[src/common/mipsPkg.sv]
// shared constants and the instruction word type for the single-cycle core
// encodings follow the classic MIPS-I layout; only the supported subset is listed
package mipsPkg;

  // ==============================
  // sizes
  // ==============================
  localparam int xlen      = 32;
  localparam int regAddrW  = 5;
  localparam int dmemAddrW = 7;

  // jal return address target
  localparam logic [regAddrW-1:0] linkReg = 5'd31;

  // ==============================
  // opcode and funct encodings
  // ==============================
  localparam logic [5:0] opRtype = 6'b000000;
  localparam logic [5:0] opLw    = 6'b100011;
  localparam logic [5:0] opSw    = 6'b101011;
  localparam logic [5:0] opBeq   = 6'b000100;
  localparam logic [5:0] opJ     = 6'b000010;
  localparam logic [5:0] opJal   = 6'b000011;

  localparam logic [5:0] fnAdd = 6'b100000;
  localparam logic [5:0] fnSub = 6'b100010;
  localparam logic [5:0] fnAnd = 6'b100100;
  localparam logic [5:0] fnOr  = 6'b100101;
  localparam logic [5:0] fnSlt = 6'b101010;

  // main decode to alu control
  localparam logic [1:0] aluOpAdd   = 2'b00;
  localparam logic [1:0] aluOpSub   = 2'b01;
  localparam logic [1:0] aluOpFunct = 2'b10;

  // alu operation select
  localparam logic [3:0] aluAnd  = 4'b0000;
  localparam logic [3:0] aluOr   = 4'b0001;
  localparam logic [3:0] aluAdd  = 4'b0010;
  localparam logic [3:0] aluSub  = 4'b0110;
  localparam logic [3:0] aluSlt  = 4'b0111;
  localparam logic [3:0] aluNone = 4'b1111;

  // one instruction word, three field layouts
  typedef union packed {
    struct packed {
      logic [5:0]          opcode;
      logic [regAddrW-1:0] rs;
      logic [regAddrW-1:0] rt;
      logic [regAddrW-1:0] rd;
      logic [4:0]          shamt;
      logic [5:0]          funct;
    } rFields;
    struct packed {
      logic [5:0]          opcode;
      logic [regAddrW-1:0] rs;
      logic [regAddrW-1:0] rt;
      logic [15:0]         imm;
    } iFields;
    struct packed {
      logic [5:0]  opcode;
      logic [25:0] target;
    } jFields;
  } instrT;

endpackage

[src/rtl/dataRam.sv]
// 128-word data memory, contents undefined until written
// enables active low; read data is 0 while the chip is disabled
`timescale 1ns/1ps

module dataRam (
  input  logic                          clk,
  input  logic [mipsPkg::dmemAddrW-1:0] dmemAddr,
  input  logic [mipsPkg::xlen-1:0]      dmemWData,
  input  logic                          dmemCen,
  input  logic                          dmemWen,
  output logic [mipsPkg::xlen-1:0]      dmemRData
);

  logic [mipsPkg::xlen-1:0] mem [0:(1 << mipsPkg::dmemAddrW)-1];

  // write needs both enables low
  always_ff @(posedge clk) begin
    if (!dmemCen && !dmemWen) begin
      mem[dmemAddr] <= dmemWData;
    end
  end

  // combinational read gives same-cycle load data
  assign dmemRData = dmemCen ? '0 : mem[dmemAddr];

endmodule

[config.mk]
export PLATFORM = sky130hd
export DESIGN_NAME = dataRam
export DESIGN_NICKNAME = d
export VERILOG_FILES = /design/src/common/mipsPkg.sv /design/src/rtl/dataRam.sv
export SDC_FILE = /design/constraint.sdc
export NUM_CORES = 2
export LEC_CHECK = 0
export BUFFER_PORTS_ARGS = -buffer_cell sky130_fd_sc_hd__buf_4
export CORE_MARGIN = 1.5
export CORE_UTILIZATION = 35
export DETAILED_ROUTE_END_ITERATION = 8
export PLACE_DENSITY = 0.61
export SYNTH_ARGS = -nofsm -noshare
export SYNTH_HDL_FRONTEND = slang
export SYNTH_SLANG_ARGS = --single-unit
[constraint.sdc]
create_clock -name clk -period 4.3 [get_ports clk]
set_clock_uncertainty 0.05 [all_clocks]
set_input_delay 0.43 -clock clk [delete_from_list [all_inputs] [get_ports clk]]
set_output_delay 0.43 -clock clk [all_outputs]
set_load 0.02 [all_outputs]
## After elaboration in Yosys (flattened, before gate mapping)

Memory sizes are Yosys's and may differ from the RTL's.
Index checks and enable logic that the tools add are counted.

- Bits of input ports: 42
- Logic and storage cells: 7
- Register bits after elaboration: 0
- Memories: 1
- RAM bits: 4,096

- Muxes and demuxes: 3
- Reductions and logical operators: 3

Memory list:

| memory | words | width | rd ports | clocked after Yosys merged registers in | write ports | RTL line | source |
|---|---|---|---|---|---|---|---|
| mem | 128 | 32 | 1 | 0 | 1 | dataRam.sv:14 | `logic [mipsPkg::xlen-1:0] mem [0:(1 << mipsPkg::dmemAddrW)-1];` |

Operator list:

| cell | number |
|---|---|
| 32-bit two-way mux | 1 |
| 1-bit logical NOT | 2 |
| 1-bit two-way mux | 2 |
| 1-bit logical AND | 1 |

## Logic depth before layout (Yosys ltp)

- Depth after elaboration: 4
- Gate-level depth with buffers: 13
- Depth with buffers taken out: 7

## Worst setup path after synthesis

OpenSTA, ideal clock, no wires.

- Path kind: input -> register
- Start point: input port dmemAddr[2] in the netlist's numbering
- End point: memory mem[105][0] in the netlist's numbering (enable)
- Library setup time: 0.421 ns
- Data required time: 3.829 ns
- Stages: 9
- Buffers on the path: 6
- Arrival time: 3.294 ns
- Slack: 0.535 ns
- Path through: buf_6 > buf_6 > nor3b_2 > buf_2 > buf_2 > buf_2 > nand2_1 > clkbuf_1 > nor2_1

RTL lines:

| item | RTL line | source |
|---|---|---|
| start, declared | dataRam.sv:7 | `input logic [mipsPkg::dmemAddrW-1:0] dmemAddr,` |
| end, declared | dataRam.sv:14 |  |

No word-level cell before the write port.

## Worst setup path in the final report

- Start point: input port dmemAddr[3] in the netlist's numbering
- End point: output port dmemRData[0] in the netlist's numbering

- Cells in the longest elaborated chain, start to end: 2

RTL lines:

| item | RTL line | source |
|---|---|---|
| memory 128 x 32 bit | n/a |  |
| 32-bit two-way mux | dataRam.sv:24 | `assign dmemRData = dmemCen ? '0 : mem[dmemAddr];` |
| end, declared | dataRam.sv:11 | `output logic [mipsPkg::xlen-1:0] dmemRData` |

Every way passes these cells.

==> metrics.csv <==
stage,metric,value,unit
outcome,outcome,"finished, violations left",
outcome,failing checks,negative setup slack,
global_route,GR Overflow Total,0,
synth,Post-Synth Simple-Gate Area,0.02724,
min_path,Hold Crit Class,in -> reg,
final_layout,Layout area overhead,17.43,%
floorplan,IO Pins,74,
clock_network,Clock Path Buffers,4,
floorplan,core area,446000,um2
critical_path,"Data arrival, critical path",3930,ps
timing,f_max,226.8,MHz
routing,Detailed Route Iter0 Violations,15820,
synth,cell with the most instances after synthesis,edfxtp_1,
power_and_ir_drop,leakage,57.61,nW
critical_path,worst-path fanout max,17,
synth,Synth Register Bits,4096,
timing,Final Hold Vio Count,0,
final_layout,flip-flop count of the largest register after layout,4096,
global_route,number of global-route vias before repair,94280,
final_layout,final design instance area without fill,184500,um2
final_layout,nets,9764,
clock_network,clock root buffer,clkbuf_16,
critical_path,Worst Path Required,3820,ps
synth,Compound-Gate Fraction of Synth Area,0.1285,
timing,fin. max-slew vios,0,
timing,Tcrit/Tclk final,1.025,
synth,top area cells in the synthesized netlist,"edfxtp_1, a221oi_1, mux2i_1",
placed_design,I/O Buffers,73,
critical_path,startpoint class of the critical path,input pin,
synth,mux contribution to synthesized area,0.04000,
synth,"Avg Cell Area, Syn",17.03,um2
critical_path,CP Class,in -> out,
final_layout,Multi-input gate area,32510,um2
placed_design,placed standard-cell area,170600,um2
global_route,pin count of the biggest net entering global routing,129,
routing,post-route ant nets,0,
final_layout,layout cells sized above 1,0.1836,
routing,DRC viols,0,
routing,First-pass DRT Iterations,8,
synth,synthesized net count,9267,
clock_network,TritonCTS clock tree,built,
routing,Total Wirelength,543300,um
min_path,WHS Path Cells,2,
timing,final setup violating endpoints,13,
clock_network,clock sink count,4096,
power_and_ir_drop,Max IR drop VDD,0.3646,mV
timing,post-route setup slack,-109.1,ps
synth,synth cell count leaders,"edfxtp_1, a221oi_1, a21oi_1",
synth,Main synth FF type,edfxtp_1,
synth,"Async S/R FF share, synth",0,
timing,Slew HR,0.1394,
synth,Yosys warning count,0,
clock_network,"CTS clk-pin slew, worst paths",60,ps
floorplan,Initial Utilization,0.3522,
timing,pin slew with the least headroom to its limit,1291,ps
synth,Yosys top cell area share,0.7830,
placed_design,Final HPWL DP,327800,um
run,max-cap viol count,0,
timing,fin crit period,4409,ps
global_route,Tot GR Track Use,0.2323,
synth,largest family of logic cells by synthesized area,compound AO/OA/AOI/OAI gates,
critical_path,Setup crit end kind,output pin,
global_route,initial antenna violation count,34,
routing,M1 wire length,198000,um
synth,register area share after synthesis,0.7830,
global_route,first-pass GRT wire length,749800,um
final_layout,top flop regs,mem x4096,
routing,WL met2,245900,um
power_and_ir_drop,total power,0.08489,W
floorplan,Die Span Y,672.9,um
synth,Post-synth EDFFs,4096,
final_layout,fillers,39150,
floorplan,die area,452800,um2
timing,setup repair after global routing missed its margin,true,
final_layout,Top reg by flops,mem,
routing,WL met3,64340,um
power_and_ir_drop,Pwr Density,460.2,nW/um2
synth,post-synthesis xor/xnor area fraction,0,
clock_network,total CTS buffers,408,
clock_network,H-tree depth,5,
routing,uppermost layer routed,met5,
routing,via/cell ratio,6.116,
floorplan,Die Span X,672.9,um
routing,vias,97850,
synth,top cell type by total area after synthesis,edfxtp_1,
placed_design,gpl congestion,0.9156,
synth,Yosys cell types,69,
synth,Synth Instances,9225,
synth,Synth Area in Adders,0,
final_layout,register area,123000,um2
synth,Post-Syn Area,157100,um2
routing,DR WL/cell,33.96,um
floorplan,row cnt,245,
worst max-delay path, stage by stage:
cell,delay [ps]
buf_4,360
buf_12,230
or2_2,540
buf_4,440
a21oi_1,80
a221oi_1,420
o311ai_1,430
a31oi_1,280
buf_4,210
o31ai_2,90
buf_4,220
buf_4,160
where the power goes:
part | internal [W] | switching (W)
logic | 0.00161 | 0.00403
registers | 0.0440 | 0.0000205
clock network | 0.0199 | 0.0153
total | 0.0655 | 0.0194
through the flow:
step	hold slack, ps	utilization	cells	setup TNS (ps)	setup WS, ps
finish	6.973	0.4136	16000	-646.4	-109.1
global route	29.91	0.4135	15990	-87.56	-69.80
CTS	5.309	0.4132	15990	-136.0	-69.81
detailed placement	847.8	0.3826	15230	-4990	-711.9
global placement	833.4	0.3826	15230	-6132	-782.7
floorplan	478.9	-	9225	0	535.1
path summary, 6_finish.rpt:
kind | from | to | slack [ps]
worst max-delay path | dmemAddr[3] | dmemRData[0] | -110
worst min-delay path | dmemWData[5] | mem[3][5] | 7
cell families after synthesis:
| kind of cell | count (synthesis) |
|---|---|
| simple gates | 1000 |
| compound gates | 2820 |
| buf+inv | 732 |
| flops | 4096 |
| mux | 577 |
final cells by class:
class / count / area share
tap: 5928 / 0.04021
timing repair buffer: 813 / 0.04563
clock inverter: 247 / 0.01323
antenna: 13 / 0.0001764
clock buffer: 498 / 0.05752
inverter: 6 / 0.0002442
multi-input combinational: 4397 / 0.1762
sequential: 4096 / 0.6668
layout by cell type (no fill, tap or decap), types with 84 or more instances in the layout:
| cell type | count |
|---|---|
| o22ai_1 | 182 |
| buf_12 | 169 |
| mux2i_1 | 371 |
| a221o_1 | 118 |
| clkbuf_16 | 411 |
| nor2_4 | 130 |
| buf_4 | 612 |
| a221oi_1 | 640 |
| nor2_1 | 264 |
| edfxtp_1 | 4096 |
| a22oi_1 | 401 |
| clkbuf_1 | 87 |
| clkinv_2 | 84 |
| mux2_2 | 172 |
| nand2_1 | 363 |
| a21oi_1 | 563 |
| o21ai_0 | 348 |
layer usage:
layer  track usage  up-vias
li1              -    39260
met1        0.3015    50320
met2        0.3615     6968
met3       0.05361     1276
met4        0.1268       24
met5             0        -
repair_timing:
action / 4_1_cts / 5_1_grt
setup endpoints to repair: 19 / 19
pin swaps: 13 / 7
hold buffers: 13 / 0
hold endpoints to repair: 390 / 0
resized for setup: 76 / 24
cloned: 1 / 0
buffers inserted: 0 / 0
Note: power is estimated with default switching activity, not from simulation.
