## config.mk

```make
export PLATFORM = sky130hd
export DESIGN_NAME = mipsCore
export DESIGN_NICKNAME = d
export VERILOG_FILES = /design/src/common/mipsPkg.sv /design/src/mipsCore/pcUnit.sv /design/src/mipsCore/ctrlDecode.sv /design/src/mipsCore/regFile.sv /design/src/mipsCore/aluUnit.sv /design/src/mipsCore/mipsCore.sv
export SDC_FILE = /design/constraint.sdc
export NUM_CORES = 2
export LEC_CHECK = 0
export ABC_AREA = 0
export BUFFER_PORTS_ARGS = -buffer_cell sky130_fd_sc_hd__clkbuf_2
export CAP_MARGIN = 15
export CELL_PAD_IN_SITES_DETAIL_PLACEMENT = 0
export CELL_PAD_IN_SITES_GLOBAL_PLACEMENT = 2
export CORE_MARGIN = 2
export CORE_UTILIZATION = 38
export DETAILED_ROUTE_END_ITERATION = 16
export PLACE_DENSITY = 0.84
export SLEW_MARGIN = 10
export SYNTH_ARGS = -nofsm -noshare
export SYNTH_HDL_FRONTEND = slang
export SYNTH_SLANG_ARGS = --single-unit
```

## constraint.sdc

```tcl
create_clock -name clk -period 5.9 [get_ports clk]
set_input_delay 0.295 -clock clk [delete_from_list [all_inputs] [get_ports clk]]
set_output_delay 0.295 -clock clk [all_outputs]
set_load 0.05 [all_outputs]
```

## src/common/mipsPkg.sv

```systemverilog
// shared constants and the instruction word type for the single-cycle core
// encodings follow the classic MIPS-I layout; only the supported subset is listed
package mipsPkg;

  // ==============================
  // sizes
  // ==============================
  localparam int xlen      = 32;
  localparam int regAddrW  = 5;
  localparam int dmemAddrW = 7;

  // jal return address target
  localparam logic [regAddrW-1:0] linkReg = 5'd31;

  // ==============================
  // opcode and funct encodings
  // ==============================
  localparam logic [5:0] opRtype = 6'b000000;
  localparam logic [5:0] opLw    = 6'b100011;
  localparam logic [5:0] opSw    = 6'b101011;
  localparam logic [5:0] opBeq   = 6'b000100;
  localparam logic [5:0] opJ     = 6'b000010;
  localparam logic [5:0] opJal   = 6'b000011;

  localparam logic [5:0] fnAdd = 6'b100000;
  localparam logic [5:0] fnSub = 6'b100010;
  localparam logic [5:0] fnAnd = 6'b100100;
  localparam logic [5:0] fnOr  = 6'b100101;
  localparam logic [5:0] fnSlt = 6'b101010;

  // main decode to alu control
  localparam logic [1:0] aluOpAdd   = 2'b00;
  localparam logic [1:0] aluOpSub   = 2'b01;
  localparam logic [1:0] aluOpFunct = 2'b10;

  // alu operation select
  localparam logic [3:0] aluAnd  = 4'b0000;
  localparam logic [3:0] aluOr   = 4'b0001;
  localparam logic [3:0] aluAdd  = 4'b0010;
  localparam logic [3:0] aluSub  = 4'b0110;
  localparam logic [3:0] aluSlt  = 4'b0111;
  localparam logic [3:0] aluNone = 4'b1111;

  // one instruction word, three field layouts
  typedef union packed {
    struct packed {
      logic [5:0]          opcode;
      logic [regAddrW-1:0] rs;
      logic [regAddrW-1:0] rt;
      logic [regAddrW-1:0] rd;
      logic [4:0]          shamt;
      logic [5:0]          funct;
    } rFields;
    struct packed {
      logic [5:0]          opcode;
      logic [regAddrW-1:0] rs;
      logic [regAddrW-1:0] rt;
      logic [15:0]         imm;
    } iFields;
    struct packed {
      logic [5:0]  opcode;
      logic [25:0] target;
    } jFields;
  } instrT;

endpackage

```

## src/mipsCore/pcUnit.sv

```systemverilog
// program counter with sequential, branch and jump selection
// no delay slot; the branch offset arrives already sign-extended and shifted
`timescale 1ns/1ps

module pcUnit (
  input  logic                     clk,
  input  logic                     rst,
  input  logic [mipsPkg::xlen-1:0] branchOffset,
  input  logic [25:0]              jumpTarget,
  input  logic                     jump,
  input  logic                     branch,
  input  logic                     aluZero,
  output logic [mipsPkg::xlen-1:0] pc,
  output logic [mipsPkg::xlen-1:0] pcPlus8
);

  logic [mipsPkg::xlen-1:0] pcPlus4;
  logic [mipsPkg::xlen-1:0] branchAddr;
  logic [mipsPkg::xlen-1:0] jumpAddr;
  logic [mipsPkg::xlen-1:0] pcNext;

  assign pcPlus4    = pc + 32'd4;
  assign pcPlus8    = pc + 32'd8;
  assign branchAddr = pcPlus4 + branchOffset;
  // region bits come from the following instruction
  assign jumpAddr   = {pcPlus4[31:28], jumpTarget, 2'b00};

  // jump wins over a taken branch
  assign pcNext = jump ? jumpAddr :
                  (branch && aluZero) ? branchAddr : pcPlus4;

  always_ff @(posedge clk or negedge rst) begin
    if (!rst) begin
      pc <= '0;
    end else begin
      pc <= pcNext;
    end
  end

endmodule

```

## src/mipsCore/ctrlDecode.sv

```systemverilog
// main control and alu control decode, purely combinational
// unknown opcodes and funct codes decode to a no-op
`timescale 1ns/1ps

module ctrlDecode (
  input  logic [5:0] opcode,
  input  logic [5:0] funct,
  output logic       regDst,
  output logic       aluSrc,
  output logic       memToReg,
  output logic       regWrite,
  output logic       memRead,
  output logic       memWrite,
  output logic       jump,
  output logic       branch,
  output logic       link,
  output logic [3:0] aluCtrl
);

  logic [1:0] aluOp;
  logic       regWriteMain;

  // ==============================
  // main decode
  // ==============================
  always_comb begin
    regDst       = 1'b0;
    aluSrc       = 1'b0;
    memToReg     = 1'b0;
    regWriteMain = 1'b0;
    memRead      = 1'b0;
    memWrite     = 1'b0;
    jump         = 1'b0;
    branch       = 1'b0;
    link         = 1'b0;
    // j, jal and unknown opcodes keep add so aluCtrl stays valid
    aluOp        = mipsPkg::aluOpAdd;
    case (opcode)
      mipsPkg::opRtype: begin
        regDst       = 1'b1;
        regWriteMain = 1'b1;
        aluOp        = mipsPkg::aluOpFunct;
      end
      mipsPkg::opLw: begin
        aluSrc       = 1'b1;
        memToReg     = 1'b1;
        regWriteMain = 1'b1;
        memRead      = 1'b1;
      end
      mipsPkg::opSw: begin
        aluSrc   = 1'b1;
        memWrite = 1'b1;
      end
      mipsPkg::opBeq: begin
        branch = 1'b1;
        aluOp  = mipsPkg::aluOpSub;
      end
      mipsPkg::opJ: begin
        jump = 1'b1;
      end
      mipsPkg::opJal: begin
        jump         = 1'b1;
        link         = 1'b1;
        regWriteMain = 1'b1;
      end
      default: begin
        // no-op
      end
    endcase
  end

  // ==============================
  // alu control
  // ==============================
  always_comb begin
    case (aluOp)
      mipsPkg::aluOpAdd: aluCtrl = mipsPkg::aluAdd;
      mipsPkg::aluOpSub: aluCtrl = mipsPkg::aluSub;
      mipsPkg::aluOpFunct: begin
        case (funct)
          mipsPkg::fnAdd: aluCtrl = mipsPkg::aluAdd;
          mipsPkg::fnSub: aluCtrl = mipsPkg::aluSub;
          mipsPkg::fnAnd: aluCtrl = mipsPkg::aluAnd;
          mipsPkg::fnOr:  aluCtrl = mipsPkg::aluOr;
          mipsPkg::fnSlt: aluCtrl = mipsPkg::aluSlt;
          default:        aluCtrl = mipsPkg::aluNone;
        endcase
      end
      default: aluCtrl = mipsPkg::aluNone;
    endcase
  end

  // bad funct suppresses the write
  assign regWrite = regWriteMain && (aluCtrl != mipsPkg::aluNone);

endmodule

```

## src/mipsCore/regFile.sv

```systemverilog
// 31 general registers plus hard-wired zero
// two combinational read ports, one write port at the rising edge
`timescale 1ns/1ps

module regFile (
  input  logic                         clk,
  input  logic                         rst,
  input  logic [mipsPkg::regAddrW-1:0] rdAddr1,
  input  logic [mipsPkg::regAddrW-1:0] rdAddr2,
  input  logic                         wrEn,
  input  logic [mipsPkg::regAddrW-1:0] wrAddr,
  input  logic [mipsPkg::xlen-1:0]     wrData,
  output logic [mipsPkg::xlen-1:0]     rdData1,
  output logic [mipsPkg::xlen-1:0]     rdData2
);

  // register 0 has no storage
  logic [mipsPkg::xlen-1:0] regs [1:31];

  always_ff @(posedge clk or negedge rst) begin
    if (!rst) begin
      for (int i = 1; i < 32; i++) begin
        regs[i] <= '0;
      end
    end else if (wrEn && (wrAddr != '0)) begin
      regs[wrAddr] <= wrData;
    end
  end

  // zero index reads back 0
  assign rdData1 = (rdAddr1 == '0) ? '0 : regs[rdAddr1];
  assign rdData2 = (rdAddr2 == '0) ? '0 : regs[rdAddr2];

endmodule

```

## src/mipsCore/aluUnit.sv

```systemverilog
// five-operation alu, slt compares signed
// aluNone and any other code give a zero result
`timescale 1ns/1ps

module aluUnit (
  input  logic [mipsPkg::xlen-1:0] a,
  input  logic [mipsPkg::xlen-1:0] b,
  input  logic [3:0]               aluCtrl,
  output logic [mipsPkg::xlen-1:0] result,
  output logic                     zero
);

  always_comb begin
    case (aluCtrl)
      mipsPkg::aluAdd: result = a + b;
      mipsPkg::aluSub: result = a - b;
      mipsPkg::aluAnd: result = a & b;
      mipsPkg::aluOr:  result = a | b;
      // signed less-than, one bit wide
      mipsPkg::aluSlt: result = {31'd0, ($signed(a) < $signed(b))};
      default:         result = '0;
    endcase
  end

  // beq equality test via the subtract result
  assign zero = (result == '0);

endmodule

```

## src/mipsCore/mipsCore.sv

```systemverilog
// single-cycle core: fetch, decode, execute, register file and memory in one cycle
// instr must follow instrAddr before the next rising edge; the core never stalls
`timescale 1ns/1ps

module mipsCore (
  input  logic                          clk,
  input  logic                          rst,
  input  logic [mipsPkg::xlen-1:0]      instr,
  output logic [mipsPkg::xlen-1:0]      instrAddr,
  input  logic [mipsPkg::xlen-1:0]      dmemRData,
  output logic [mipsPkg::dmemAddrW-1:0] dmemAddr,
  output logic [mipsPkg::xlen-1:0]      dmemWData,
  output logic                          dmemCen,
  output logic                          dmemWen,
  output logic                          wbEn,
  output logic [mipsPkg::regAddrW-1:0]  wbAddr,
  output logic [mipsPkg::xlen-1:0]      wbData
);

  mipsPkg::instrT ir;

  logic [mipsPkg::xlen-1:0]     immExt;
  logic [mipsPkg::xlen-1:0]     branchOffset;
  logic [mipsPkg::xlen-1:0]     pc;
  logic [mipsPkg::xlen-1:0]     pcPlus8;
  logic [mipsPkg::xlen-1:0]     rdData1;
  logic [mipsPkg::xlen-1:0]     rdData2;
  logic [mipsPkg::xlen-1:0]     aluB;
  logic [mipsPkg::xlen-1:0]     aluResult;
  logic [mipsPkg::xlen-1:0]     wrData;
  logic [mipsPkg::regAddrW-1:0] wrAddr;
  logic [3:0]                   aluCtrl;
  logic                         aluZero;
  logic                         regDst;
  logic                         aluSrc;
  logic                         memToReg;
  logic                         regWrite;
  logic                         memRead;
  logic                         memWrite;
  logic                         jump;
  logic                         branch;
  logic                         link;

  // ==============================
  // fields and immediates
  // ==============================
  assign ir           = instr;
  assign immExt       = {{16{ir.iFields.imm[15]}}, ir.iFields.imm};
  // word offset to byte offset
  assign branchOffset = {immExt[29:0], 2'b00};

  // ==============================
  // stages
  // ==============================
  pcUnit i_pcUnit (
    .clk          (clk),
    .rst          (rst),
    .branchOffset (branchOffset),
    .jumpTarget   (ir.jFields.target),
    .jump         (jump),
    .branch       (branch),
    .aluZero      (aluZero),
    .pc           (pc),
    .pcPlus8      (pcPlus8)
  );

  ctrlDecode i_ctrlDecode (
    .opcode   (ir.rFields.opcode),
    .funct    (ir.rFields.funct),
    .regDst   (regDst),
    .aluSrc   (aluSrc),
    .memToReg (memToReg),
    .regWrite (regWrite),
    .memRead  (memRead),
    .memWrite (memWrite),
    .jump     (jump),
    .branch   (branch),
    .link     (link),
    .aluCtrl  (aluCtrl)
  );

  regFile i_regFile (
    .clk     (clk),
    .rst     (rst),
    .rdAddr1 (ir.rFields.rs),
    .rdAddr2 (ir.rFields.rt),
    .wrEn    (regWrite),
    .wrAddr  (wrAddr),
    .wrData  (wrData),
    .rdData1 (rdData1),
    .rdData2 (rdData2)
  );

  aluUnit i_aluUnit (
    .a       (rdData1),
    .b       (aluB),
    .aluCtrl (aluCtrl),
    .result  (aluResult),
    .zero    (aluZero)
  );

  // ==============================
  // datapath muxes
  // ==============================
  // destination: jal link, rd for r-type, else rt
  assign wrAddr = link   ? mipsPkg::linkReg :
                  regDst ? ir.rFields.rd : ir.rFields.rt;
  assign aluB   = aluSrc ? immExt : rdData2;
  assign wrData = link     ? pcPlus8 :
                  memToReg ? dmemRData : aluResult;

  // data memory, word addressed, wraps at 128 words
  assign dmemAddr  = aluResult[8:2];
  assign dmemWData = rdData2;
  assign dmemCen   = ~(memRead | memWrite);
  assign dmemWen   = ~memWrite;

  // retirement port
  assign instrAddr = pc;
  assign wbEn      = regWrite && (wrAddr != '0);
  assign wbAddr    = wrAddr;
  assign wbData    = wrData;

endmodule

```

* Word-level counts from Yosys, hierarchy flattened
Index checks and enable logic that the tools add are counted.
** Word-level totals
- Flip-flop bits (word level) :: 1024
- Bits in latches :: 0
- Memory bits (writable) :: 0
- Memory bits (read-only) :: 0
- Input bits :: 66
- Output and inout bits :: 111
- Logic and storage cells :: 111
- Memories kept :: 0
** Cells by class
- $add $sub $neg :: 5
- Multipliers :: 0
- Divide/modulo/power cells :: 0
- Magnitude comparators :: 5
- Equality and inequality tests :: 17
- Shifts and indexed selects :: 0
- Mux-type cells :: 30
- Bitwise operators :: 8
- Reduce and logical (&&, ||, !) cells :: 14
** Operator list (count)
- bitwise mux 992 bit :: 1
- two-way mux 32 bit :: 12
- binary-select mux 32 bit (select 5 bit) :: 2
- demux 32 bit (select 5 bit) :: 1
- one-hot mux 32 bit (5 select lines) :: 1
- adder 32 bit :: 2
- == test 6 bit, second input constant :: 7
- adder 32 x 3 -> 32 bit, second input constant :: 1
- adder 32 x 4 -> 32 bit, second input constant :: 1
- bitwise AND 32 bit :: 1
- logical NOT 32 bit :: 1
- < comparator 32 bit :: 1
- OR 32 bit :: 1
- subtractor 32 bit :: 1
- one-hot mux 4 bit (5 select lines) :: 1
- greater-or-equal comparator 6 bit, second input constant :: 3
- NOT 5 -> 6 bit :: 3
- == test 6 x 2 -> 1 bit, second input constant :: 2
- one-hot mux 4 bit (3 select lines) :: 1
- logical NOT 5 bit :: 2
- two-way mux 5 bit :: 2
- == test 4 x 3 -> 1 bit, second input constant :: 2
- two-way mux 1 bit :: 8
- == test 6 x 3 -> 1 bit, second input constant :: 1
- other kinds (16) :: 21

* Longest topological paths before layout
- Word-level depth :: 12
- Gate-level depth with buffers :: 25
- Gate-level depth less buffers :: 20

* Modules after synthesis
From an unflattened synthesis, not the netlist that was laid out.
** Unflattened totals
- Cells, all modules :: 5173
- Area total of the unflattened synthesis :: 64451.8 um^2
** By module, submodules not included
- regFile :: times used 1, cells an instance 3612, area each 53491.3 um^2, sequential area each 24823.8 um^2
- aluUnit :: times used 1, cells an instance 795, area each 5403.9 um^2, sequential area each 0.0 um^2
- pcUnit :: times used 1, cells an instance 559, area each 4245.3 um^2, sequential area each 800.8 um^2
- mipsCore :: times used 1, cells an instance 180, area each 1126.1 um^2, sequential area each 0.0 um^2
- ctrlDecode :: times used 1, cells an instance 27, area each 185.2 um^2, sequential area each 0.0 um^2

* Worst setup path before layout
Ideal clock, no wire load.
- Path type :: input-to-reg
- Start point :: input port instr[16] in the netlist's numbering
- End point :: register i_pcUnit.pc[10] in the netlist's numbering
- Library setup time :: 124 ps
- Arrival time :: 6746 ps
- Data required time :: 5776 ps
- Setup slack :: -970 ps
- Cell stages on the path :: 22
- Path buffers :: 6
- Cell sequence :: clkbuf_1 -> clkbuf_1 -> buf_1 -> mux4_2 -> mux4_2 -> mux2_2 -> and2_1 -> a21oi_1 -> ha_1 -> clkbuf_1 -> nor3b_1 -> a221oi_1 -> o31a_1 -> or4_4 -> a2111oi_2 -> nand4_1 -> or4_1 -> or4_1 -> buf_2 -> buf_6 -> o21ai_1 -> a21oi_1
** On the way
- Cells in the longest elaborated chain, start to end :: 12
- Elaborated cells between the ends (all ways) :: 17
- Those cells by class :: add/sub: 2; order compare: 1; mux: 8; bitwise: 3; reduce/logical: 3
** RTL lines
- start: declaration :: line mipsCore.sv:8 : input logic [mipsPkg::xlen-1:0] instr,
- NOT 5 -> 6 bit (not written as such) :: line regFile.sv:32 : assign rdData2 = (rdAddr2 == '0) ? '0 : regs[rdAddr2];
- binary-select mux 32 bit (select 5 bit) :: line regFile.sv:32
- two-way mux 32 bit (not written as such) (2 in a row) :: line regFile.sv:32
- two-way mux 32 bit * :: line regFile.sv:32
- named net dmemWData, one bit :: line mipsCore.sv:12 : output logic [mipsPkg::xlen-1:0] dmemWData,
- two-way mux 32 bit * :: line mipsCore.sv:108 : assign aluB = aluSrc ? immExt : rdData2;
- subtractor 32 bit (tied with other cells) :: line aluUnit.sv:16 : mipsPkg::aluSub: result = a - b;
- one-hot mux 32 bit (5 select lines) * :: line aluUnit.sv:14 : case (aluCtrl)
- logical NOT 32 bit * :: line aluUnit.sv:26 : assign zero = (result == '0);
- logical AND 1 bit * :: line pcUnit.sv:30 : (branch && aluZero) ? branchAddr : pcPlus4;
- two-way mux 32 bit * :: line pcUnit.sv:30
- two-way mux 32 bit * :: line pcUnit.sv:29 : assign pcNext = jump ? jumpAddr :
- named net i_pcUnit.pcNext, one bit :: line pcUnit.sv:20 : logic [mipsPkg::xlen-1:0] pcNext;
- end signal: assignment :: line pcUnit.sv:36 : pc <= pcNext;
- end: declaration :: line pcUnit.sv:13 : output logic [mipsPkg::xlen-1:0] pc,
Mark *: on every way through the listed nets, which the timed path passes. The rest lies on a longest branch. The select of a mux whose other input is x is not followed.
A chain may end at the register's enable or synchronous reset.

* Worst setup path in the final report
- Start point :: register i_regFile.regs[640] in the netlist's numbering
- End point :: output port wbData[18] in the netlist's numbering
** On the way
- Cells in the longest elaborated chain, start to end :: 9
- Elaborated cells between the ends (all ways) :: 14
- Those cells by class :: add/sub: 2; mux: 12
** RTL lines
- start: declaration :: line regFile.sv:18 : logic [mipsPkg::xlen-1:0] regs [1:31];
- start signal: indexed assignment :: line regFile.sv:26 : regs[wrAddr] <= wrData;
- binary-select mux 32 bit (select 5 bit) :: line regFile.sv:32
- two-way mux 32 bit (not written as such) (2 in a row) :: line regFile.sv:32
- two-way mux 32 bit :: line regFile.sv:32
- two-way mux 32 bit :: line mipsCore.sv:108
- subtractor 32 bit / adder 32 bit (equally long branches) :: line aluUnit.sv:16, aluUnit.sv:15
- one-hot mux 32 bit (5 select lines) * :: line aluUnit.sv:14
- two-way mux 32 bit * :: line mipsCore.sv:110 : memToReg ? dmemRData : aluResult;
- two-way mux 32 bit * :: line mipsCore.sv:109 : assign wrData = link ? pcPlus8 :
- end: declaration :: line mipsCore.sv:17 : output logic [mipsPkg::xlen-1:0] wbData
Every way passes the cells marked *; elsewhere a longest branch is shown, timed or not. The select of a mux whose other input is x is not followed.

==> metrics.cfg <==
[yosys]
yosys_most_used_dff = dfrtp_1
synth.distinct_cells = 83
synthCells = 5908
synth_warnings = 0
synthArstFlopShare_pct = 100.0
synth-seq-area-share_pct = 41.66
netlist_area_mm2 = 0.06139
synth_edf_count = 0
synth_area_per_cell_um2 = 10.39
ys_ff_latch = 1022

[setup_path]
crit_path_top_delay_cell = mux4_2
ff2ff_path_depth = 22
timing.rr.start = i_regFile.regs[192]
crit_end = wbData[18]
critical_path_arrival_ps = 6090
ff2ff_setup_slack_ps = -260
critical_path.startpoint_type = flip-flop
startpoint = i_regFile.regs[640]
required_ps = 5610
path_class = flip-flop to output port
worst_setup_path_end_kind = output port
path_cells = mux4_2 -> mux4_2 -> mux2_4 -> inv_4 -> ha_4 -> inv_2 -> fa_2 -> a21o_1 -> a311o_1 -> a211oi_4 -> buf_12 -> buf_6 -> o211ai_1 -> a221o_1 -> a21oi_4 -> a211oi_2 -> a21oi_2 -> buf_12 -> clkinvlp_4 -> clkbuf_16
r2r_end = i_pcUnit.pc[18]
critPathMaxFanout = 4
cp_slowest_stage_delay_ps = 480

[drt]
vias_per_cell = 5.879
vias = 53410
postRouteAntennaNets = 0
drc_errors = 0
wl_per_cell_um = 27.27
first_pass_iters = 7
drtIter0Drc = 5436
wirelength_mm = 247.8

[cts]
clkSlewWorstSetupHoldPaths_ps = 70
cts.sinks = 1022
worstSkewPairLatency_ps = 790
clock_path_buffers = 3
cts_tree = built
cts_buffers = 110
h-tree-depth = 3
clock-root-buffer = clkbuf_16

[job]
cap_violations = 0

[die]
core_mm2 = 0.1606
start_util_pct = 38.23
die_area_mm2 = 0.1648
die-width_um = 405.9
die_h_um = 405.9
ioPinCount = 177
rows = 147

[outcome]
status = finished with violations
violations = setup timing

[timing]
rsz0062_at_grt = true
tightest_slew_ps = 1303
setup_slack_ps = -486.0
setup_tns_ps = -9517
setup_viol = 52
slew-limit-headroom_pct = 12.60
finalCriticalPeriod_ps = 6386
finalClockSkew_ps = 66.53
finalHoldViolCount = 0
fmax_mhz = 156.6
timing.final.crit_share_pct = 108.2
fin_hold_ws_ps = 63.29
slew_violations = 0

[layout]
drive_gt1_share_pct = 37.47
layout_common_cells = nand2_1 (1113), o21ai_0 (1035), dfrtp_1 (1022), buf_4 (977), mux4_2 (576)
n_fill_cell = 14420
final_nets = 7039
fin_area_mm2 = 0.08055
area_growth_pct = 31.21
final_common_cell = nand2_1
final_cell_count_no_fill = 9086

[grt]
overflow = 0
grt_pass1_wl_mm = 361.5
antenna_found_initial = 6
grt_pass1_vias = 52910
track_usage_pct = 29.80
grt_start_max_net_pins = 170

[power_and_ir_drop]
ir_drop_uv = 208.1
power_density_mw_per_mm2 = 225.9
leakage_uw = 0.03591
total_power_uw = 18200

[placed_design]
port_buffers = 174
gp_congestion = 1.009
dpl.hpwl_mm = 168.5
dpl-instance-area_mm2 = 0.07295
placed_cells = 8737

[min_path]
hold_path.class = primary input to flip-flop

==> repair_timing <==
item / CTS / global route
cloned: 2 / 7
hold buffers: 11 / 0
setup buffers: 83 / 53
resized for setup: 323 / 228
hold endpoints to repair: 86 / 0
pin swaps: 97 / 124
setup endpoints to repair: 150 / 70
==> cells in the mapped netlist (all sizes together), types with 19 or more instances <==
library cell / n / share of area, %
a22o: 65 / 0.93
mux2i: 29 / 0.47
nor3: 46 / 0.38
mux2: 116 / 2.1
and2: 24 / 0.24
o21a: 23 / 0.28
nand4: 21 / 0.21
inv: 168 / 1.0
nand3: 48 / 0.39
ha: 138 / 2.8
xnor2: 54 / 0.77
dfrtp: 1022 / 42
buf: 82 / 0.56
mux4: 576 / 21
nor2b: 21 / 0.21
a211oi: 29 / 0.36
o211ai: 33 / 0.41
clkbuf: 462 / 2.8
o21ai: 1106 / 9.0
o21bai: 19 / 0.23
a21oi: 169 / 1.4
xor2: 30 / 0.43
a21o: 38 / 0.46
nor2: 161 / 0.98
a31oi: 36 / 0.37
nand2: 1138 / 7.0
==> layer usage <==
layer / part of all wire, % / track usage (%)
met5: 0.0052 / 0
met4: 4.0 / 11.08
met3: 9.2 / 6.248
met2: 45 / 45.24
met1: 42 / 42.06
==> per-stage QoR <==
step | setup WS (ps) | utilization [%]
2_1_floorplan | 2.947 | -
3_3_place_gp | -844.6 | 45.43
3_5_place_dp | -834.4 | 45.43
4_1_cts | -380.5 | 49.19
5_1_grt | -595.3 | 50.16
6_report | -486.0 | 50.17
==> cells by family (layout without fill, tap and decap cells) <==
group	Yosys count	in the layout	synth area share, %
flip-flops	1022	1022	41.66
multiplexers	721	721	23.73
other	1	5	0.006108
buffers and inverters	712	1726	4.412
AND/OR/NAND/NOR	1567	1567	10.61
XOR/XNOR	84	84	1.198
adder cells (fa/ha/maj)	141	141	2.910
AO/OA/AOI/OAI	1660	1660	15.47
==> where the power goes <==
group / switching [µW] / total [µW] / internal, µW
Clock: 3180 / 7420 / 4240
Sequential: 242 / 7360 / 7120
Combinational: 2140 / 3420 / 1270
==> cell type report <==
class | count | area (µm²) | share of cell area, %
well taps | 2160 | 2703 | 3.355
diodes | 3 | 7.507 | 0.009320
clock buffers | 154 | 3239 | 4.021
repair buffers | 1355 | 12150 | 15.08
clock inverters | 49 | 613.1 | 0.7611
multi-input cells | 4175 | 35550 | 44.13
flip-flops and latches | 1022 | 25570 | 31.75
inverters | 168 | 719.4 | 0.8931
==> state kept, by name, indices dropped and copies added, names as in the netlist <==
name / count
i_regFile.regs: 992
i_pcUnit.pc: 30
==> worst min-delay path by stage <==
stage          startpoint            endpoint  slack (ps)  cells past startpoint
6_report         instr[4]      i_pcUnit.pc[6]          60                      3
5_1_grt          instr[5]      i_pcUnit.pc[7]          70                      3
4_1_cts          instr[5]      i_pcUnit.pc[7]           4                      3
3_5_place_dp          rst  i_regFile.regs[33]         390                      1
3_3_place_gp          rst  i_regFile.regs[33]         400                      1
2_1_floorplan         rst     i_pcUnit.pc[10]        -0.6                      0
==> critical path: cells and delay by family, from the launching register on <==
| family | cells | cell delay [ps] |
|---|---|---|
| compound gates | 8 | 2130 |
| flops | 1 | 400 |
| buf+inv | 7 | 940 |
| mux | 3 | 1290 |
| fa+ha+maj | 2 | 530 |
Power figures use the tool's default switching activity.
